File: config.mk
export PLATFORM = sky130hd
export DESIGN_NAME = core_ctrl_top
export DESIGN_NICKNAME = d
export VERILOG_FILES = /design/src/rtl/core_ctrl_pkg.sv /design/src/rtl/hazard_unit.sv /design/src/rtl/issue_fsm.sv /design/src/rtl/pc_counter.sv /design/src/rtl/core_ctrl_top.sv
export SDC_FILE = /design/constraint.sdc
export NUM_CORES = 1
export LEC_CHECK = 0
export BUFFER_PORTS_ARGS = -buffer_cell sky130_fd_sc_hd__buf_2
export CORE_ASPECT_RATIO = 1.75
export CORE_MARGIN = 10
export CORE_UTILIZATION = 30
export DETAILED_ROUTE_END_ITERATION = 6
export PLACE_DENSITY = 0.62
export SYNTH_ARGS = -nofsm -noshare
export SYNTH_HDL_FRONTEND = slang
export SYNTH_SLANG_ARGS = --single-unit
File: constraint.sdc
create_clock -name clk_i -period 2.5 [get_ports clk_i]
set_input_delay 0.625 -clock clk_i [delete_from_list [all_inputs] [get_ports clk_i]]
set_output_delay 0.625 -clock clk_i [all_outputs]
set_load 0.01 [all_outputs]
File: src/rtl/core_ctrl_pkg.sv
// Issue controller shared types
`default_nettype none

package core_ctrl_pkg;

  ////////////////////////////////////////
  // Widths
  ////////////////////////////////////////

  // Data and address width
  localparam int unsigned XLEN = 32;
  // Register index width
  localparam int unsigned RALEN = 5;
  // Store flag inside a load/store command
  localparam int unsigned LSU_STORE_BIT = 3;

  ////////////////////////////////////////
  // Vector types
  ////////////////////////////////////////

  // Addresses and ALU results
  typedef logic [XLEN-1:0] word_t;
  // Register index, zero is the hard-wired zero register
  typedef logic [RALEN-1:0] reg_addr_t;
  // Bit 3 marks a store, bits 1..0 give the access size
  typedef logic [3:0] lsu_cmd_t;

  // What decode knows about the instruction waiting to issue
  typedef struct packed {
    reg_addr_t rs_a;
    reg_addr_t rs_b;
    logic      use_pc_a;   // Operand A comes from the PC
    logic      use_imm_b;  // Operand B comes from the immediate
    lsu_cmd_t  lsu_cmd;
    logic      lsu_valid;  // Memory access
  } decode_fields_t;

  // Fetch redirect request
  typedef struct packed {
    logic  valid;
    word_t addr;
  } redirect_t;

endpackage

`default_nettype wire

File: src/rtl/hazard_unit.sv
// Read-after-write hazard detection
`default_nettype none

module hazard_unit import core_ctrl_pkg::*; (
  input  decode_fields_t fields_i,
  input  reg_addr_t      alu_rd_i,
  output logic           hazard_o
);

  ////////////////////////////////////////
  // Operand usage
  ////////////////////////////////////////

  logic is_store;
  logic reads_a;
  logic reads_b;
  logic match_a;
  logic match_b;

  // Store data rides on the B read port
  assign is_store = fields_i.lsu_valid && fields_i.lsu_cmd[LSU_STORE_BIT];

  // Operand A is a register unless the PC is selected
  assign reads_a = !fields_i.use_pc_a;
  // Operand B is read for register ops and for any store
  assign reads_b = !fields_i.use_imm_b || is_store;

  ////////////////////////////////////////
  // Compare with ALU destination
  ////////////////////////////////////////

  // The zero register never carries a dependency
  assign match_a = (fields_i.rs_a == alu_rd_i) &&
                   (fields_i.rs_a != reg_addr_t'(0));
  assign match_b = (fields_i.rs_b == alu_rd_i) &&
                   (fields_i.rs_b != reg_addr_t'(0));

  // Any real source hitting the in-flight result
  assign hazard_o = (reads_a && match_a) || (reads_b && match_b);

endmodule

`default_nettype wire

File: src/rtl/issue_fsm.sv
// Issue sequencing state machine
`default_nettype none

module issue_fsm import core_ctrl_pkg::*; (
  input  logic     clk_i,
  input  logic     rstn_i,
  input  logic     hazard_i,
  input  lsu_cmd_t lsu_cmd_i,
  input  logic     lsu_valid_i,
  input  logic     lsu_ready_i,
  input  logic     jump_i,
  output logic     stall_o,
  output logic     flush_o,
  output logic     boot_redirect_o,
  output logic     jump_redirect_o
);

  typedef enum logic [2:0] {
    RESET,
    BOOT0,
    BOOT1,
    RUN,
    LOAD0,
    LOAD1,
    JUMP0,
    JUMP1
  } issue_state_e;

  issue_state_e state_q;
  issue_state_e state_next;

  logic load_req;
  logic jump_req;

  ////////////////////////////////////////
  // Next state
  ////////////////////////////////////////

  // Loads only, stores complete without waiting
  assign load_req = lsu_valid_i && !lsu_cmd_i[LSU_STORE_BIT];
  assign jump_req = jump_i;

  always_comb begin
    state_next = state_q;
    case (state_q)
      RESET: state_next = BOOT0;
      BOOT0: state_next = BOOT1;
      BOOT1: state_next = RUN;
      RUN: begin
        // Jump wins over a load in the same cycle
        if (jump_req) begin
          state_next = JUMP0;
        end else if (load_req) begin
          state_next = LOAD0;
        end
      end
      LOAD0: state_next = LOAD1;
      // Variable latency, wait for the LSU
      LOAD1: begin
        if (lsu_ready_i) begin
          state_next = RUN;
        end
      end
      JUMP0: state_next = JUMP1;
      JUMP1: state_next = RUN;
      default: state_next = RESET;
    endcase
  end

  always_ff @(posedge clk_i) begin
    if (!rstn_i) begin
      state_q <= RESET;
    end else begin
      state_q <= state_next;
    end
  end

  ////////////////////////////////////////
  // Output decode
  ////////////////////////////////////////

  // Hazard stalls combinationally, load and jump stall by state
  assign stall_o = hazard_i ||
                   (state_q == LOAD0) || (state_q == LOAD1) ||
                   (state_q == JUMP0) || (state_q == JUMP1);

  // Younger instructions are dropped as soon as the jump resolves
  assign flush_o = jump_i;

  // One-cycle redirect strobes
  assign boot_redirect_o = (state_q == BOOT0) && (state_next == BOOT1);
  assign jump_redirect_o = (state_q == JUMP0) && (state_next == JUMP1);

endmodule

`default_nettype wire

File: src/rtl/pc_counter.sv
// Program counter and fetch redirect
`default_nettype none

module pc_counter import core_ctrl_pkg::*; #(
  parameter word_t BOOT_ADDR = 32'h8000_0000
) (
  input  logic      clk_i,
  input  logic      rstn_i,
  input  logic      boot_redirect_i,
  input  logic      jump_redirect_i,
  input  logic      issued_i,
  input  word_t     alu_res_i,
  output word_t     pc_o,
  output redirect_t redirect_o
);

  word_t pc_q;
  word_t jump_addr;
  word_t target;

  ////////////////////////////////////////
  // Redirect target
  ////////////////////////////////////////

  // Bit 0 of a jump target is always dropped
  assign jump_addr = {alu_res_i[XLEN-1:1], 1'b0};

  assign target = jump_redirect_i ? jump_addr : BOOT_ADDR;

  assign redirect_o.valid = boot_redirect_i || jump_redirect_i;
  assign redirect_o.addr  = target;

  ////////////////////////////////////////
  // PC register
  ////////////////////////////////////////

  always_ff @(posedge clk_i) begin
    if (!rstn_i) begin
      pc_q <= BOOT_ADDR;
    end else if (redirect_o.valid) begin
      // Redirect overrides a same-cycle issue
      pc_q <= target;
    end else if (issued_i) begin
      pc_q <= pc_q + word_t'(4);
    end
  end

  assign pc_o = pc_q;

endmodule

`default_nettype wire

File: src/rtl/core_ctrl_top.sv
// Issue controller top level
`default_nettype none

module core_ctrl_top import core_ctrl_pkg::*; #(
  parameter word_t BOOT_ADDR = 32'h8000_0000
) (
  input  logic           clk_i,
  input  logic           rstn_i,
  input  decode_fields_t fields_i,
  input  reg_addr_t      alu_rd_i,
  input  word_t          alu_res_i,
  input  logic           jump_i,
  input  logic           instr_issued_i,
  input  logic           lsu_ready_i,
  output logic           stall_o,
  output logic           flush_o,
  output word_t          pc_o,
  output redirect_t      redirect_o
);

  logic hazard_stall;
  logic boot_redirect;
  logic jump_redirect;

  ////////////////////////////////////////
  // Operand hazard check
  ////////////////////////////////////////

  hazard_unit i_hazard_unit (
    .fields_i (fields_i),
    .alu_rd_i (alu_rd_i),
    .hazard_o (hazard_stall)
  );

  ////////////////////////////////////////
  // Sequencing
  ////////////////////////////////////////

  issue_fsm i_issue_fsm (
    .clk_i           (clk_i),
    .rstn_i          (rstn_i),
    .hazard_i        (hazard_stall),
    .lsu_cmd_i       (fields_i.lsu_cmd),
    .lsu_valid_i     (fields_i.lsu_valid),
    .lsu_ready_i     (lsu_ready_i),
    .jump_i          (jump_i),
    .stall_o         (stall_o),
    .flush_o         (flush_o),
    .boot_redirect_o (boot_redirect),
    .jump_redirect_o (jump_redirect)
  );

  ////////////////////////////////////////
  // Program counter
  ////////////////////////////////////////

  pc_counter #(
    .BOOT_ADDR (BOOT_ADDR)
  ) i_pc_counter (
    .clk_i           (clk_i),
    .rstn_i          (rstn_i),
    .boot_redirect_i (boot_redirect),
    .jump_redirect_i (jump_redirect),
    .issued_i        (instr_issued_i),
    .alu_res_i       (alu_res_i),
    .pc_o            (pc_o),
    .redirect_o      (redirect_o)
  );

endmodule

`default_nettype wire

# Word level (Yosys, flattened, before mapping)
# Cells that the tools add are included.
[word_totals]
register_bits = 35
in_bits = 59
out_inout_bits = 67
elab_cells = 44
[op_classes]
n_addsub = 1
eq_ne = 11
muxes = 7
n_reduce_logical = 23
[op_table]
columns = ["op", "n"]
rows = [
  ["2-to-1 mux 32 bit", 3],
  ["adder 32 x 3 -> 32 bit (second input constant)", 1],
  ["case mux 3 bit (7 select lines)", 1],
  ["equality test 3 bit (second input constant)", 5],
  ["equality test 5 bit", 2],
  ["nonzero test 5 bit", 2],
  ["equality test 3 x 2 -> 1 bit (second input constant)", 3],
  ["2-to-1 mux 3 bit", 3],
  ["logical AND 1 bit", 8],
  ["logical OR 1 bit", 7],
  ["equality test 3 x 1 -> 1 bit (second input constant)", 1],
  ["zero test 1 bit", 3],
  ["zero test 3 bit", 1],
  ["nonzero test 2 bit", 1],
  ["OR reduction 2 bit", 1],
]

# Logic depth before layout (Yosys ltp)
# Gate-level depths: netlist of run 1.
[logic_depth]
depth_word = 9
depth_mapped = 8
depth_no_buf = 6

# By module
# A second synthesis of run 1 with hierarchy kept.
[unflattened]
cells_unflattened = 343
area_unflattened_um2 = 2504.9
[by_module_without_submodules]
columns = ["mod", "instances", "cells_per_inst", "area_each_um2", "seq_area_each_um2"]
rows = [
  ["pc_counter", 1, 300, 2177.1, 620.6],
  ["issue_fsm", 1, 23, 177.7, 60.1],
  ["hazard_unit", 1, 20, 150.1, 0.0],
]

# Least setup slack after synthesis of run 1
# Ideal clock, no wire load.
[synth_path]
path_kind = "in2reg"
start = "in instr_issued_i"
end = "reg i_pc_counter.pc_q[28] (netlist: i_pc_counter.pc_o[28])"
setup_time_ns = 0.058
arrival_time_ns = 2.074
t_required_ns = 2.442
slack_ns = 0.368
path_stages = 6
cell_sequence = "clkbuf_1 > nand4_1 > or3_4 > or4_1 > a21oi_1 > o21a_1"
[synth_via]
elab_chain_cells = 1
[synth_rtl]
columns = ["item", "line_no", "rtl"]
rows = [
  ["start, declared", "core_ctrl_top.sv:13", "input logic instr_issued_i,"],
  ["nonzero test 2 bit (no source line)", "n/a", ""],
  ["end signal, assigned", "pc_counter.sv:42", "pc_q <= target;"],
  ["end signal, assigned", "pc_counter.sv:44", "pc_q <= pc_q + word_t'(4);"],
  ["end, declared", "pc_counter.sv:17", "word_t pc_q;"],
]
# No other way between the ends.
# A chain may end at the register's enable or synchronous reset.

==> impl_results.md, run 1 <==
- Status: finished, final reports clean
- Layout Skew: 0.00393 ns
- Layout area overhead: 32.3%
- Clk pin slew, worst setup/hold paths: 0.05 ns
- Fin cells: 534
- Synth cell count leaders: dfxtp_1 (34), a21oi_1 (30), nand2_1 (29)
- Io pins: 126
- Core area: 8020 µm²
- CP required: 1.88 ns
- Part of the power in the clock network: 43.1%
- NumNets Final: 505
- Sequential area share after synthesis: 27.4%
- Gpl congestion: 0.863
- Gate Count Post-Synth: 326
- Cell taking the most area after synthesis: dfxtp_1
- Fin. max-slew vios: 0
- Final WL: 9270 µm
- CP Capture Type: output port
- Share of cells above drive strength 1: 34.9%
- Post-DR wirelength/cell: 17.4 µm
- GRT Total Usage: 14.8%
- Area of the die: 12500 µm²
- Reg power frac: 40.9%
- Main flop type after synthesis: dfxtp_1
- Share of the synthesized area in the top cell type: 27.4%
- Port bufs: 119
- Final hold vios: 0
- Die Wd: 88.8 µm
- YS warnings: 0
- Psw: 0.000361 W
- Post-CTS sizing: 0
- Placed cells: 528
- Post-DP HPWL: 7540 µm
- TritonCTS Buffers: 5
- Die span in y: 140 µm
- Hold crit path type: register to register
- Post-DRT Antenna Nets: 0
- Top cells by area, synth: dfxtp_1 (27%), a21oi_1 (6.0%), and2_1 (5.8%)
- PwrDens: 424 nW/µm²
- Nature of the critical path startpoint: register
- Via count of the first global-routing pass: 3113
- Worst Path Arrival: 1.66 ns
- Max clock buf depth: 2
- DRT iter0 DRCs: 205
- Setup-failing EPs final: 0
- Setup_tns: 0 ns
- Initial core utilization: 31.0%
- Fraction of registers with async set/reset: 0%
- Post-CTS setup buffer count: 0
- Largest net degree at the start of global routing: 22
- RSZ-0062 raised after global routing: no
- Number of synthesized flops with an enable pin: 0
- Htree depth: 2
- CTS Root Cell: clkbuf_16
- Antenna Cells: 0
- Synth Cell Area: 2490 µm²
- Max-cap violations: 0
- Peak Freq: 0.437 GHz
- Switching part of the total: 25.9%
- Flops & latches, synth: 34
- Leakage power total: 1.54 nW
- DRC viols: 0
- Slew HR: 54.3%
- Most frequent cell after synthesis: dfxtp_1
- Final instance area: 3290 µm²
- CTS tree: built
- First-pass GRT wire length: 14800 µm
- Slew @ Worst Pin: 0.684 ns
- Syn Area/Cell: 7.63 µm²
- Max FO, Critical Path: 18
- Clk_lat worst skew: 0.28 ns
- Internal power: 0.00103 W
- Crit share post-route: 91.5%
- Logic gate share of total power: 15.9%
- Placement row count: 43
- Via count: 2935
- Remaining Overflow, GRT: 0
- Hold-fix buffers, CTS: 0
- Max rail drop VDD: 0.244 mV
- Synth unique cells: 64
- Tmin final: 2.29 ns
- First drt pass iteration count: 4
- Post-detailed-route via-to-cell ratio: 5.50
- Critical path type: register to output port
- Post-DP Area: 3150 µm²
- Clock sinks: 34
- Initial antenna violation count: 0
through the flow:
step                      power, W  hold WS (ns)  util (%)  worst slack [ns]
after CTS                  0.00141         0.487      41.1             0.201
after global routing       0.00146         0.511      41.1            0.0967
after global placement    0.000801         0.463      39.3             0.219
after detailed placement  0.000807         0.475      39.3             0.229
final                      0.00140         0.481      41.1             0.212
after floorplan           0.000706         0.490         -             0.368
critical path, cell delays in order, from the launching register on:
cell	delay, ns
dfxtp_1	0.44
and3b_1	0.31
buf_4	0.25
and2_1	0.22
buf_2	0.17
sequential cells by signal, summed over array words and instances, names as in the netlist:
register / count
i_issue_fsm.state_q: 3
i_pc_counter.pc_o: 31
layout by cell type, fill, tap and decap left out, types with 6 or more instances in the layout:
master / Yosys / routed
a21oi_1: 30 / 29
a31oi_1: 6 / 6
and2_1: 23 / 23
buf_2: 0 / 119
buf_4: 4 / 12
dfxtp_1: 34 / 34
inv_1: 19 / 19
nand2_1: 29 / 29
nand3_1: 15 / 15
nand4_1: 11 / 11
nor2_1: 16 / 16
nor3_1: 8 / 8
nor4_1: 10 / 10
o21ai_0: 18 / 18
layer usage:
metal | track usage (%) | part of all wire [%] | vias up
met5 | 0 | 0 | -
li1 | - | - | 1447
met2 | 27.7 | 55 | 114
met4 | 7.44 | 1.9 | 0
met1 | 14.0 | 36 | 1361
met3 | 3.54 | 7.3 | 13
cell families after synthesis:
| logic type | share of synthesized area [%] |
|---|---|
| muxes | 1.61 |
| xor gates and xnor gates | 3.17 |
| AOI/OAI and AO/OA | 25.5 |
| other | 0.151 |
| DFF | 27.4 |
| buffers and inverters | 8.50 |
| adders and majority gates | 0.503 |
| and+or+nand+nor | 33.3 |
power by group through the flow:
stage	Clock [W]	Sequential, W	Combinational, W
detailed placement	0	0.000583	0.000224
finish	0.000602	0.000571	0.000222
global placement	0	0.000582	0.000219
CTS	0.000613	0.000571	0.000225
floorplan	0	0.000582	0.000124
global route	0.000641	0.000574	0.000247
cell type report:
cell class | instances | area, µm²
clock buffer | 6 | 139
timing repair buffer | 131 | 686
inverter | 19 | 71.3
multi-input combinational | 254 | 1600
tap | 90 | 113
sequential | 34 | 681
fill | 848 | 4720
final timing paths:
check	endpoint	cells after the start	startpoint	slack [ns]
setup / recovery	redirect_o[23]	4	i_issue_fsm.state_q[1]	0.21
hold / removal	i_pc_counter.pc_o[12]	2	i_pc_counter.pc_o[12]	0.48
setup reg to reg	i_pc_counter.pc_o[28]	5	i_pc_counter.pc_o[9]	0.25
hold reg to reg	i_pc_counter.pc_o[12]	2	i_pc_counter.pc_o[12]	0.48
(Power assumes the default switching activity.)
==> run 2: changes to the inputs <==
--- a/config.mk
+++ b/config.mk
@@ -8,9 +8,9 @@
 export BUFFER_PORTS_ARGS = -buffer_cell sky130_fd_sc_hd__buf_2
 export CORE_ASPECT_RATIO = 1.75
 export CORE_MARGIN = 10
-export CORE_UTILIZATION = 30
+export CORE_UTILIZATION = 42
 export DETAILED_ROUTE_END_ITERATION = 6
-export PLACE_DENSITY = 0.62
+export PLACE_DENSITY = 0.8
 export SYNTH_ARGS = -nofsm -noshare
 export SYNTH_HDL_FRONTEND = slang
 export SYNTH_SLANG_ARGS = --single-unit
==> run 2 against run 1 <==
  * Die area is 24% lower
  * Critical path type is now primary input to output port
  * Worst hold slack worse by 0.0024 ns
  * First-iteration DRC count is 17% higher
  * Global-route usage up 3.0 points
  * Combinational power is essentially flat
  * Sequential share of layout area increased by 0.47 points
  * Largest cell class unchanged
  * Largest power group is now registers
  * Non-clock buffer count increased by 1
  * Cell count shrank 1.9%
  * Clock power is 35% lower
  * Maximum frequency is essentially flat
  * Clock skew about the same
==> impl_results.md, run 2 (same netlist as run 1, synthesis figures left out) <==
- Post-detailed-route via-to-cell ratio: 5.70 (was 5.50)
- Crit path top cell by count: buf_2
- Max rail drop VDD: 0.204 mV (was 0.244 mV)
- Final WL: 9040 µm (was 9270 µm)
- Leakage power total: 1.52 nW (was 1.54 nW)
- Hold path depth: 2 (unchanged)
- Hold crit path type: register to register (unchanged)
- Fillers: 600 (was 848)
- Status: finished, final reports clean (unchanged)
- Area of the multi-input gates: 1600 µm² (about the same)
- Port bufs: 119 (unchanged)
- Hold-fix buffers, CTS: 0 (unchanged)
- TritonCTS Buffers: 5 (unchanged)
- FF-to-FF Start: i_pc_counter.pc_o[9] (unchanged)
- Initial core utilization: 42.6% (was 31.0%)
- Hold path endpoint: i_pc_counter.pc_o[1] (was i_pc_counter.pc_o[12])
- Antenna Cells: 0 (unchanged)
- Clk pin slew, worst setup/hold paths: 0.07 ns (was 0.05 ns)
- Most frequent cells in the layout: buf_2 (119), dfxtp_1 (34), a21oi_1 (30) (was buf_2 (119), dfxtp_1 (34), nand2_1 (29), a21oi_1 (29), and2_1 (23))
- Fin worst setup slack: 0.213 ns (was 0.212 ns)
- Area of the die: 9520 µm² (was 12500 µm²)
- CP peak stage delay: 0.38 ns (was 0.44 ns)
- Nature of the critical path startpoint: primary input (was register)
- DRC viols: 0 (unchanged)
- Clk_lat worst skew: 0.29 ns (was 0.28 ns)
- Peak Freq: 0.437 GHz (about the same)
- First drt pass iteration count: 5 (was 4)
- Htree depth: 2 (unchanged)
- Post-placement setup slack: 0.233 ns (was 0.229 ns)
- Post-DP HPWL: 7220 µm (was 7540 µm)
- Placed cells: 517 (was 528)
- Post-DRT Antenna Nets: 0 (unchanged)
- Worst Reg-to-Reg Cells: 5 (unchanged)
- Max-cap violations: 0 (unchanged)
- CTS tree: built (unchanged)
- Tmin final: 2.29 ns (about the same)
- Gpl congestion: 0.910 (was 0.863)
- Share of cells above drive strength 1: 34.5% (was 34.9%)
- Placement row count: 37 (was 43)
- Die span in y: 122 µm (was 140 µm)
- Setup_tns: 0 ns (unchanged)
- CP required: 1.88 ns (about the same)
- Crit share post-route: 91.5% (about the same)
- Worst hold start: i_pc_counter.pc_o[1] (was i_pc_counter.pc_o[12])
- PwrDens: 368 nW/µm² (was 424 nW/µm²)
- Core area: 5830 µm² (was 8020 µm²)
- GRT Total Usage: 17.8% (was 14.8%)
- Commonest non-fill, non-tap cell in the layout: buf_2 (unchanged)
- Post-DR wirelength/cell: 17.3 µm (was 17.4 µm)
- Fin cells: 524 (was 534)
- CP Cell Sequence: buf_2 -> xor2_1 -> a2111oi_0 -> a31oi_1 -> o21ai_0 -> buf_2 (was and3b_1 -> buf_4 -> and2_1 -> buf_2)
- Clock sinks: 34 (unchanged)
- Critical path type: primary input to output port (was register to output port)
- Layout Skew: 0.00404 ns (was 0.00393 ns)
- CTS Root Cell: clkbuf_8 (was clkbuf_16)
- Fin. max-slew vios: 0 (unchanged)
- Final hold vios: 0 (unchanged)
- Post-CTS setup buffer count: 0 (unchanged)
- Worst Path Arrival: 1.66 ns (about the same)
- NumNets Final: 506 (was 505)
- Die Wd: 78.2 µm (was 88.8 µm)
- Crit-path leading delay family: compound AO/OA/AOI/OAI gates (was simple AND/OR/NAND/NOR gates)
- Slowest CP cell: a2111oi_0 (was dfxtp_1)
- Cell depth of the worst setup path: 6 (was 4)
- Via count of the first global-routing pass: 3074 (was 3113)
- Area occupied by registers: 681 µm² (unchanged)
- Remaining Overflow, GRT: 0 (unchanged)
- Buf/Inv on CP: 2 (unchanged)
- R2r setup slk: 0.24 ns (was 0.25 ns)
- Worst R2R End: i_pc_counter.pc_o[28] (unchanged)
- Max clock buf depth: 2 (unchanged)
- Post-CTS sizing: 0 (unchanged)
- Largest net degree at the start of global routing: 21 (was 22)
- Initial antenna violation count: 0 (unchanged)
- Setup-failing EPs final: 0 (unchanged)
- Io pins: 126 (unchanged)
- Hold slack: 0.479 ns (was 0.481 ns)
- Layout area overhead: 29.4% (was 32.3%)
- RSZ-0062 raised after global routing: no (unchanged)
- Max FO, Critical Path: 3 (was 18)
- Largest register FFs: 31 (unchanged)
- Via count: 2986 (was 2935)
- Final Util: 55.2% (was 41.1%)
- DRT iter0 DRCs: 239 (was 205)
- CP Capture Type: output port (unchanged)
- First-pass GRT wire length: 14100 µm (was 14800 µm)
-- run 2: cell count changes in the layout (fill, tap and decap cells not counted) --
cell / before / now
a21oi_1: 29 / 30
a21oi_2: 1 / 0
clkbuf_8: 1 / 5
clkbuf_16: 5 / 0
clkbuf_1: 0 / 2
buf_4: 12 / 13
-- run 2: metrics by stage --
step / total power [W] / area (µm²)
floorplan: 0.000706 / 2490
global placement: 0.000798 / 3140
detailed placement: 0.000805 / 3140
CTS: 0.00119 / 3220
global route: 0.00124 / 3220
finish: 0.00119 / 3220
-- run 2: worst reg2reg max path: stages (launching register included) --
cell and delay [ns]:
dfxtp_1 0.45, and4_1 0.47, nand4_1 0.35, or4_1 0.60, a21oi_1 0.20, o21a_1 0.12
-- run 2: area by class of cell --
type	instances	area share [%]
multi-input cells	254	49.7
flip-flops and latches	34	21.2
clock buffers	7	2.37
well taps	78	3.03
inverters	19	2.22
repair buffers	132	21.5
-- run 2: power breakdown --
| group | internal, W | switching [W] | leakage [nW] |
|---|---|---|---|
| Clock | 0.000192 | 0.000198 | 0.0383 |
| Combinational | 0.0000977 | 0.000127 | 1.20 |
| Sequential | 0.000553 | 0.0000183 | 0.275 |
| Total | 0.000842 | 0.000343 | 1.52 |
-- run 2: worst max-delay path by stage --
stage                                  to            startpoint  slack (ns)
floorplan           i_pc_counter.pc_o[28]        instr_issued_i        0.37
global placement                  stall_o           alu_rd_i[3]        0.26
detailed placement                stall_o           alu_rd_i[3]        0.23
CTS                               stall_o           alu_rd_i[3]        0.23
global route        i_pc_counter.pc_o[28]  i_pc_counter.pc_o[9]        0.06
finish                            stall_o           alu_rd_i[3]        0.21
-- run 2: layer usage --
layer  vias up  GRT usage, %  part of all wire, %
met5         -             0                    0
li1       1448             -                    -
met2       129          33.2                   53
met4         0          9.46                  3.6
met3        26          5.83                  8.5
met1      1383          16.5                   35
==> run 3: changes to the inputs <==
--- a/config.mk
+++ b/config.mk
@@ -8,9 +8,9 @@
 export BUFFER_PORTS_ARGS = -buffer_cell sky130_fd_sc_hd__buf_2
 export CORE_ASPECT_RATIO = 1.75
 export CORE_MARGIN = 10
-export CORE_UTILIZATION = 42
+export CORE_UTILIZATION = 44
 export DETAILED_ROUTE_END_ITERATION = 6
-export PLACE_DENSITY = 0.8
+export PLACE_DENSITY = 0.83
 export SYNTH_ARGS = -nofsm -noshare
 export SYNTH_HDL_FRONTEND = slang
 export SYNTH_SLANG_ARGS = --single-unit
==> run 3 against run 2 <==
  * Sequential power barely moved
  * Largest power group unchanged
  * Largest cell class unchanged
  * Sequential share of layout area rose by 0.12 points
  * Die area fell by 3.6%
  * Critical path depth fell by 2
  * First-iteration DRC count fell by 19%
==> impl_results.md, run 3 (same netlist as run 1, synthesis figures left out) <==
- Status: finished, final reports clean (unchanged)
- CP peak stage delay: 0.46 ns (was 0.38 ns)
- Layout Skew: 0.00606 ns (was 0.00404 ns)
- First-pass GRT wire length: 14300 µm (was 14100 µm)
- PwrDens: 368 nW/µm² (about the same)
- Clk_lat worst skew: 0.29 ns (about the same)
- Fin. max-slew vios: 0 (unchanged)
- Hold crit path type: register to register (unchanged)
- Crit share post-route: 91.0% (was 91.5%)
- Hold-fix buffers, CTS: 0 (unchanged)
- Worst Reg-to-Reg Cells: 5 (unchanged)
- Peak Freq: 0.439 GHz (was 0.437 GHz)
- Io pins: 126 (unchanged)
- NumNets Final: 504 (was 506)
- Post-DP HPWL: 7100 µm (was 7220 µm)
- Largest net degree at the start of global routing: 27 (was 21)
- Htree depth: 2 (unchanged)
- Setup crit end: redirect_o[9] (was stall_o)
- Max clock buf depth: 2 (unchanged)
- DRT iter0 DRCs: 193 (was 239)
- Max-cap violations: 0 (unchanged)
- Buf/Inv on CP: 2 (unchanged)
- Cell depth of the worst setup path: 4 (was 6)
- Max rail drop VDD: 0.293 mV (was 0.204 mV)
- FF-to-FF Start: i_pc_counter.pc_o[9] (unchanged)
- Hold slack: 0.498 ns (was 0.479 ns)
- Area of the die: 9180 µm² (was 9520 µm²)
- Worst Path Arrival: 1.65 ns (was 1.66 ns)
- Layout area overhead: 28.7% (was 29.4%)
- Setup crit start: i_issue_fsm.state_q[1] (was alu_rd_i[3])
- Initial antenna violation count: 0 (unchanged)
- Setup-failing EPs final: 0 (unchanged)
- CP Capture Type: output port (unchanged)
- DRC viols: 0 (unchanged)
- Post-CTS sizing: 0 (unchanged)
- Commonest non-fill, non-tap cell in the layout: buf_2 (unchanged)
- Clk pin slew, worst setup/hold paths: 0.07 ns (about the same)
- Slew HR: 55.9%
- Largest register FFs: 31 (unchanged)
- Antenna Cells: 0 (unchanged)
- Gpl congestion: 0.879 (was 0.910)
- Final hold vios: 0 (unchanged)
- CP Cell Sequence: and3b_1 -> buf_4 -> and2_1 -> buf_2 (was buf_2 -> xor2_1 -> a2111oi_0 -> a31oi_1 -> o21ai_0 -> buf_2)
- Max FO, Critical Path: 26 (was 3)
- RSZ-0062 raised after global routing: no (unchanged)
- Share of cells above drive strength 1: 34.2% (was 34.5%)
- Worst R2R End: i_pc_counter.pc_o[28] (unchanged)
- Worst hold start: i_pc_counter.pc_o[12] (was i_pc_counter.pc_o[1])
- Post-DRT Antenna Nets: 0 (unchanged)
- Tmin final: 2.28 ns (was 2.29 ns)
- Die Wd: 76.8 µm (was 78.2 µm)
- Slowest CP cell: dfxtp_1 (was a2111oi_0)
- Final WL: 8890 µm (was 9040 µm)
- Post-DR wirelength/cell: 17.1 µm (was 17.3 µm)
- CTS Root Cell: clkbuf_8 (unchanged)
- Initial core utilization: 44.9% (was 42.6%)
- Critical path type: register to output port (was primary input to output port)
- Setup_tns: 0 ns (unchanged)
- Post-detailed-route via-to-cell ratio: 5.77 (was 5.70)
- Via count of the first global-routing pass: 3055 (was 3074)
- R2r setup slk: 0.25 ns (was 0.24 ns)
- GRT Total Usage: 18.5% (was 17.8%)
- Slew @ Worst Pin: 0.659 ns
- Post-CTS setup buffer count: 0 (unchanged)
- First drt pass iteration count: 4 (was 5)
- Crit-path leading delay family: simple AND/OR/NAND/NOR gates (was compound AO/OA/AOI/OAI gates)
- Nature of the critical path startpoint: register (was primary input)
- Placement row count: 36 (was 37)
- Remaining Overflow, GRT: 0 (unchanged)
- Fillers: 555 (was 600)
- TritonCTS Buffers: 5 (unchanged)
- CTS tree: built (unchanged)
- CP required: 1.88 ns (about the same)
- Clock sinks: 34 (unchanged)
- Via count: 2999 (was 2986)
- Leakage power total: 1.51 nW (was 1.52 nW)
- Most frequent cells in the layout: buf_2 (119), dfxtp_1 (34), a21oi_1 (30) (unchanged)
- Die span in y: 119 µm (was 122 µm)
- Core area: 5540 µm² (was 5830 µm²)
- Port bufs: 119 (unchanged)
==> run 3: changes by cell type in the layout (fill, tap and decap cells not counted) <==
cell   before  now
buf_4      13   11
==> run 3: per-layer routing <==
| metal | routed length [µm] | GRT usage, % | up-vias |
|---|---|---|---|
| met1 | 3190 | 18.2 | 1394 |
| met3 | 708 | 5.65 | 18 |
| li1 | - | - | 1452 |
| met5 | 0 | 0 | - |
| met2 | 4750 | 34.0 | 135 |
| met4 | 239 | 8.76 | 0 |
==> run 3: worst min-delay path by stage <==
stage | end | slack (ns) | cells past startpoint
after floorplan | i_issue_fsm.state_q[2] | 0.49 | 2
after global placement | i_pc_counter.pc_o[1] | 0.46 | 2
after detailed placement | i_pc_counter.pc_o[12] | 0.48 | 2
after CTS | i_pc_counter.pc_o[12] | 0.50 | 2
after global routing | i_pc_counter.pc_o[23] | 0.53 | 2
final | i_pc_counter.pc_o[12] | 0.50 | 2
==> run 3: metrics by stage <==
| stage | utilization [%] | total power [W] | area, µm² | setup slack [ns] | instances |
|---|---|---|---|---|---|
| final | 57.8 | 0.00118 | 3200 | 0.224 | 520 |
| after global routing | 57.8 | 0.00123 | 3200 | 0.119 | 520 |
| after CTS | 57.8 | 0.00118 | 3200 | 0.224 | 520 |
| after detailed placement | 56.4 | 0.000802 | 3120 | 0.220 | 513 |
| after global placement | 56.4 | 0.000795 | 3120 | 0.255 | 513 |
| after floorplan | - | 0.000706 | 2490 | 0.368 | 327 |
==> run 3: area by class of cell <==
| cell class | count | area, µm² | area share, % |
|---|---|---|---|
| Tap cell | 76 | 95.1 | 2.97 |
| Timing Repair Buffer | 130 | 678 | 21.2 |
| Sequential cell | 34 | 681 | 21.3 |
| Clock buffer | 7 | 76.3 | 2.38 |
| Inverter | 19 | 71.3 | 2.23 |
| Multi-Input combinational cell | 254 | 1600 | 50.0 |
==> run 3: worst register-to-register path: cells and delay by family (launching register included) <==
| kind | cells | cell delay (ns) |
|---|---|---|
| and+or+nand+nor | 3 | 1.43 |
| DFF | 1 | 0.47 |
| AOI/OAI and AO/OA | 2 | 0.30 |
==> run 3: where the power goes <==
part           leakage, nW  switching (W)  internal [W]
clock network       0.0383       0.000194      0.000192
registers            0.275      0.0000180      0.000553
logic                 1.19       0.000126     0.0000953
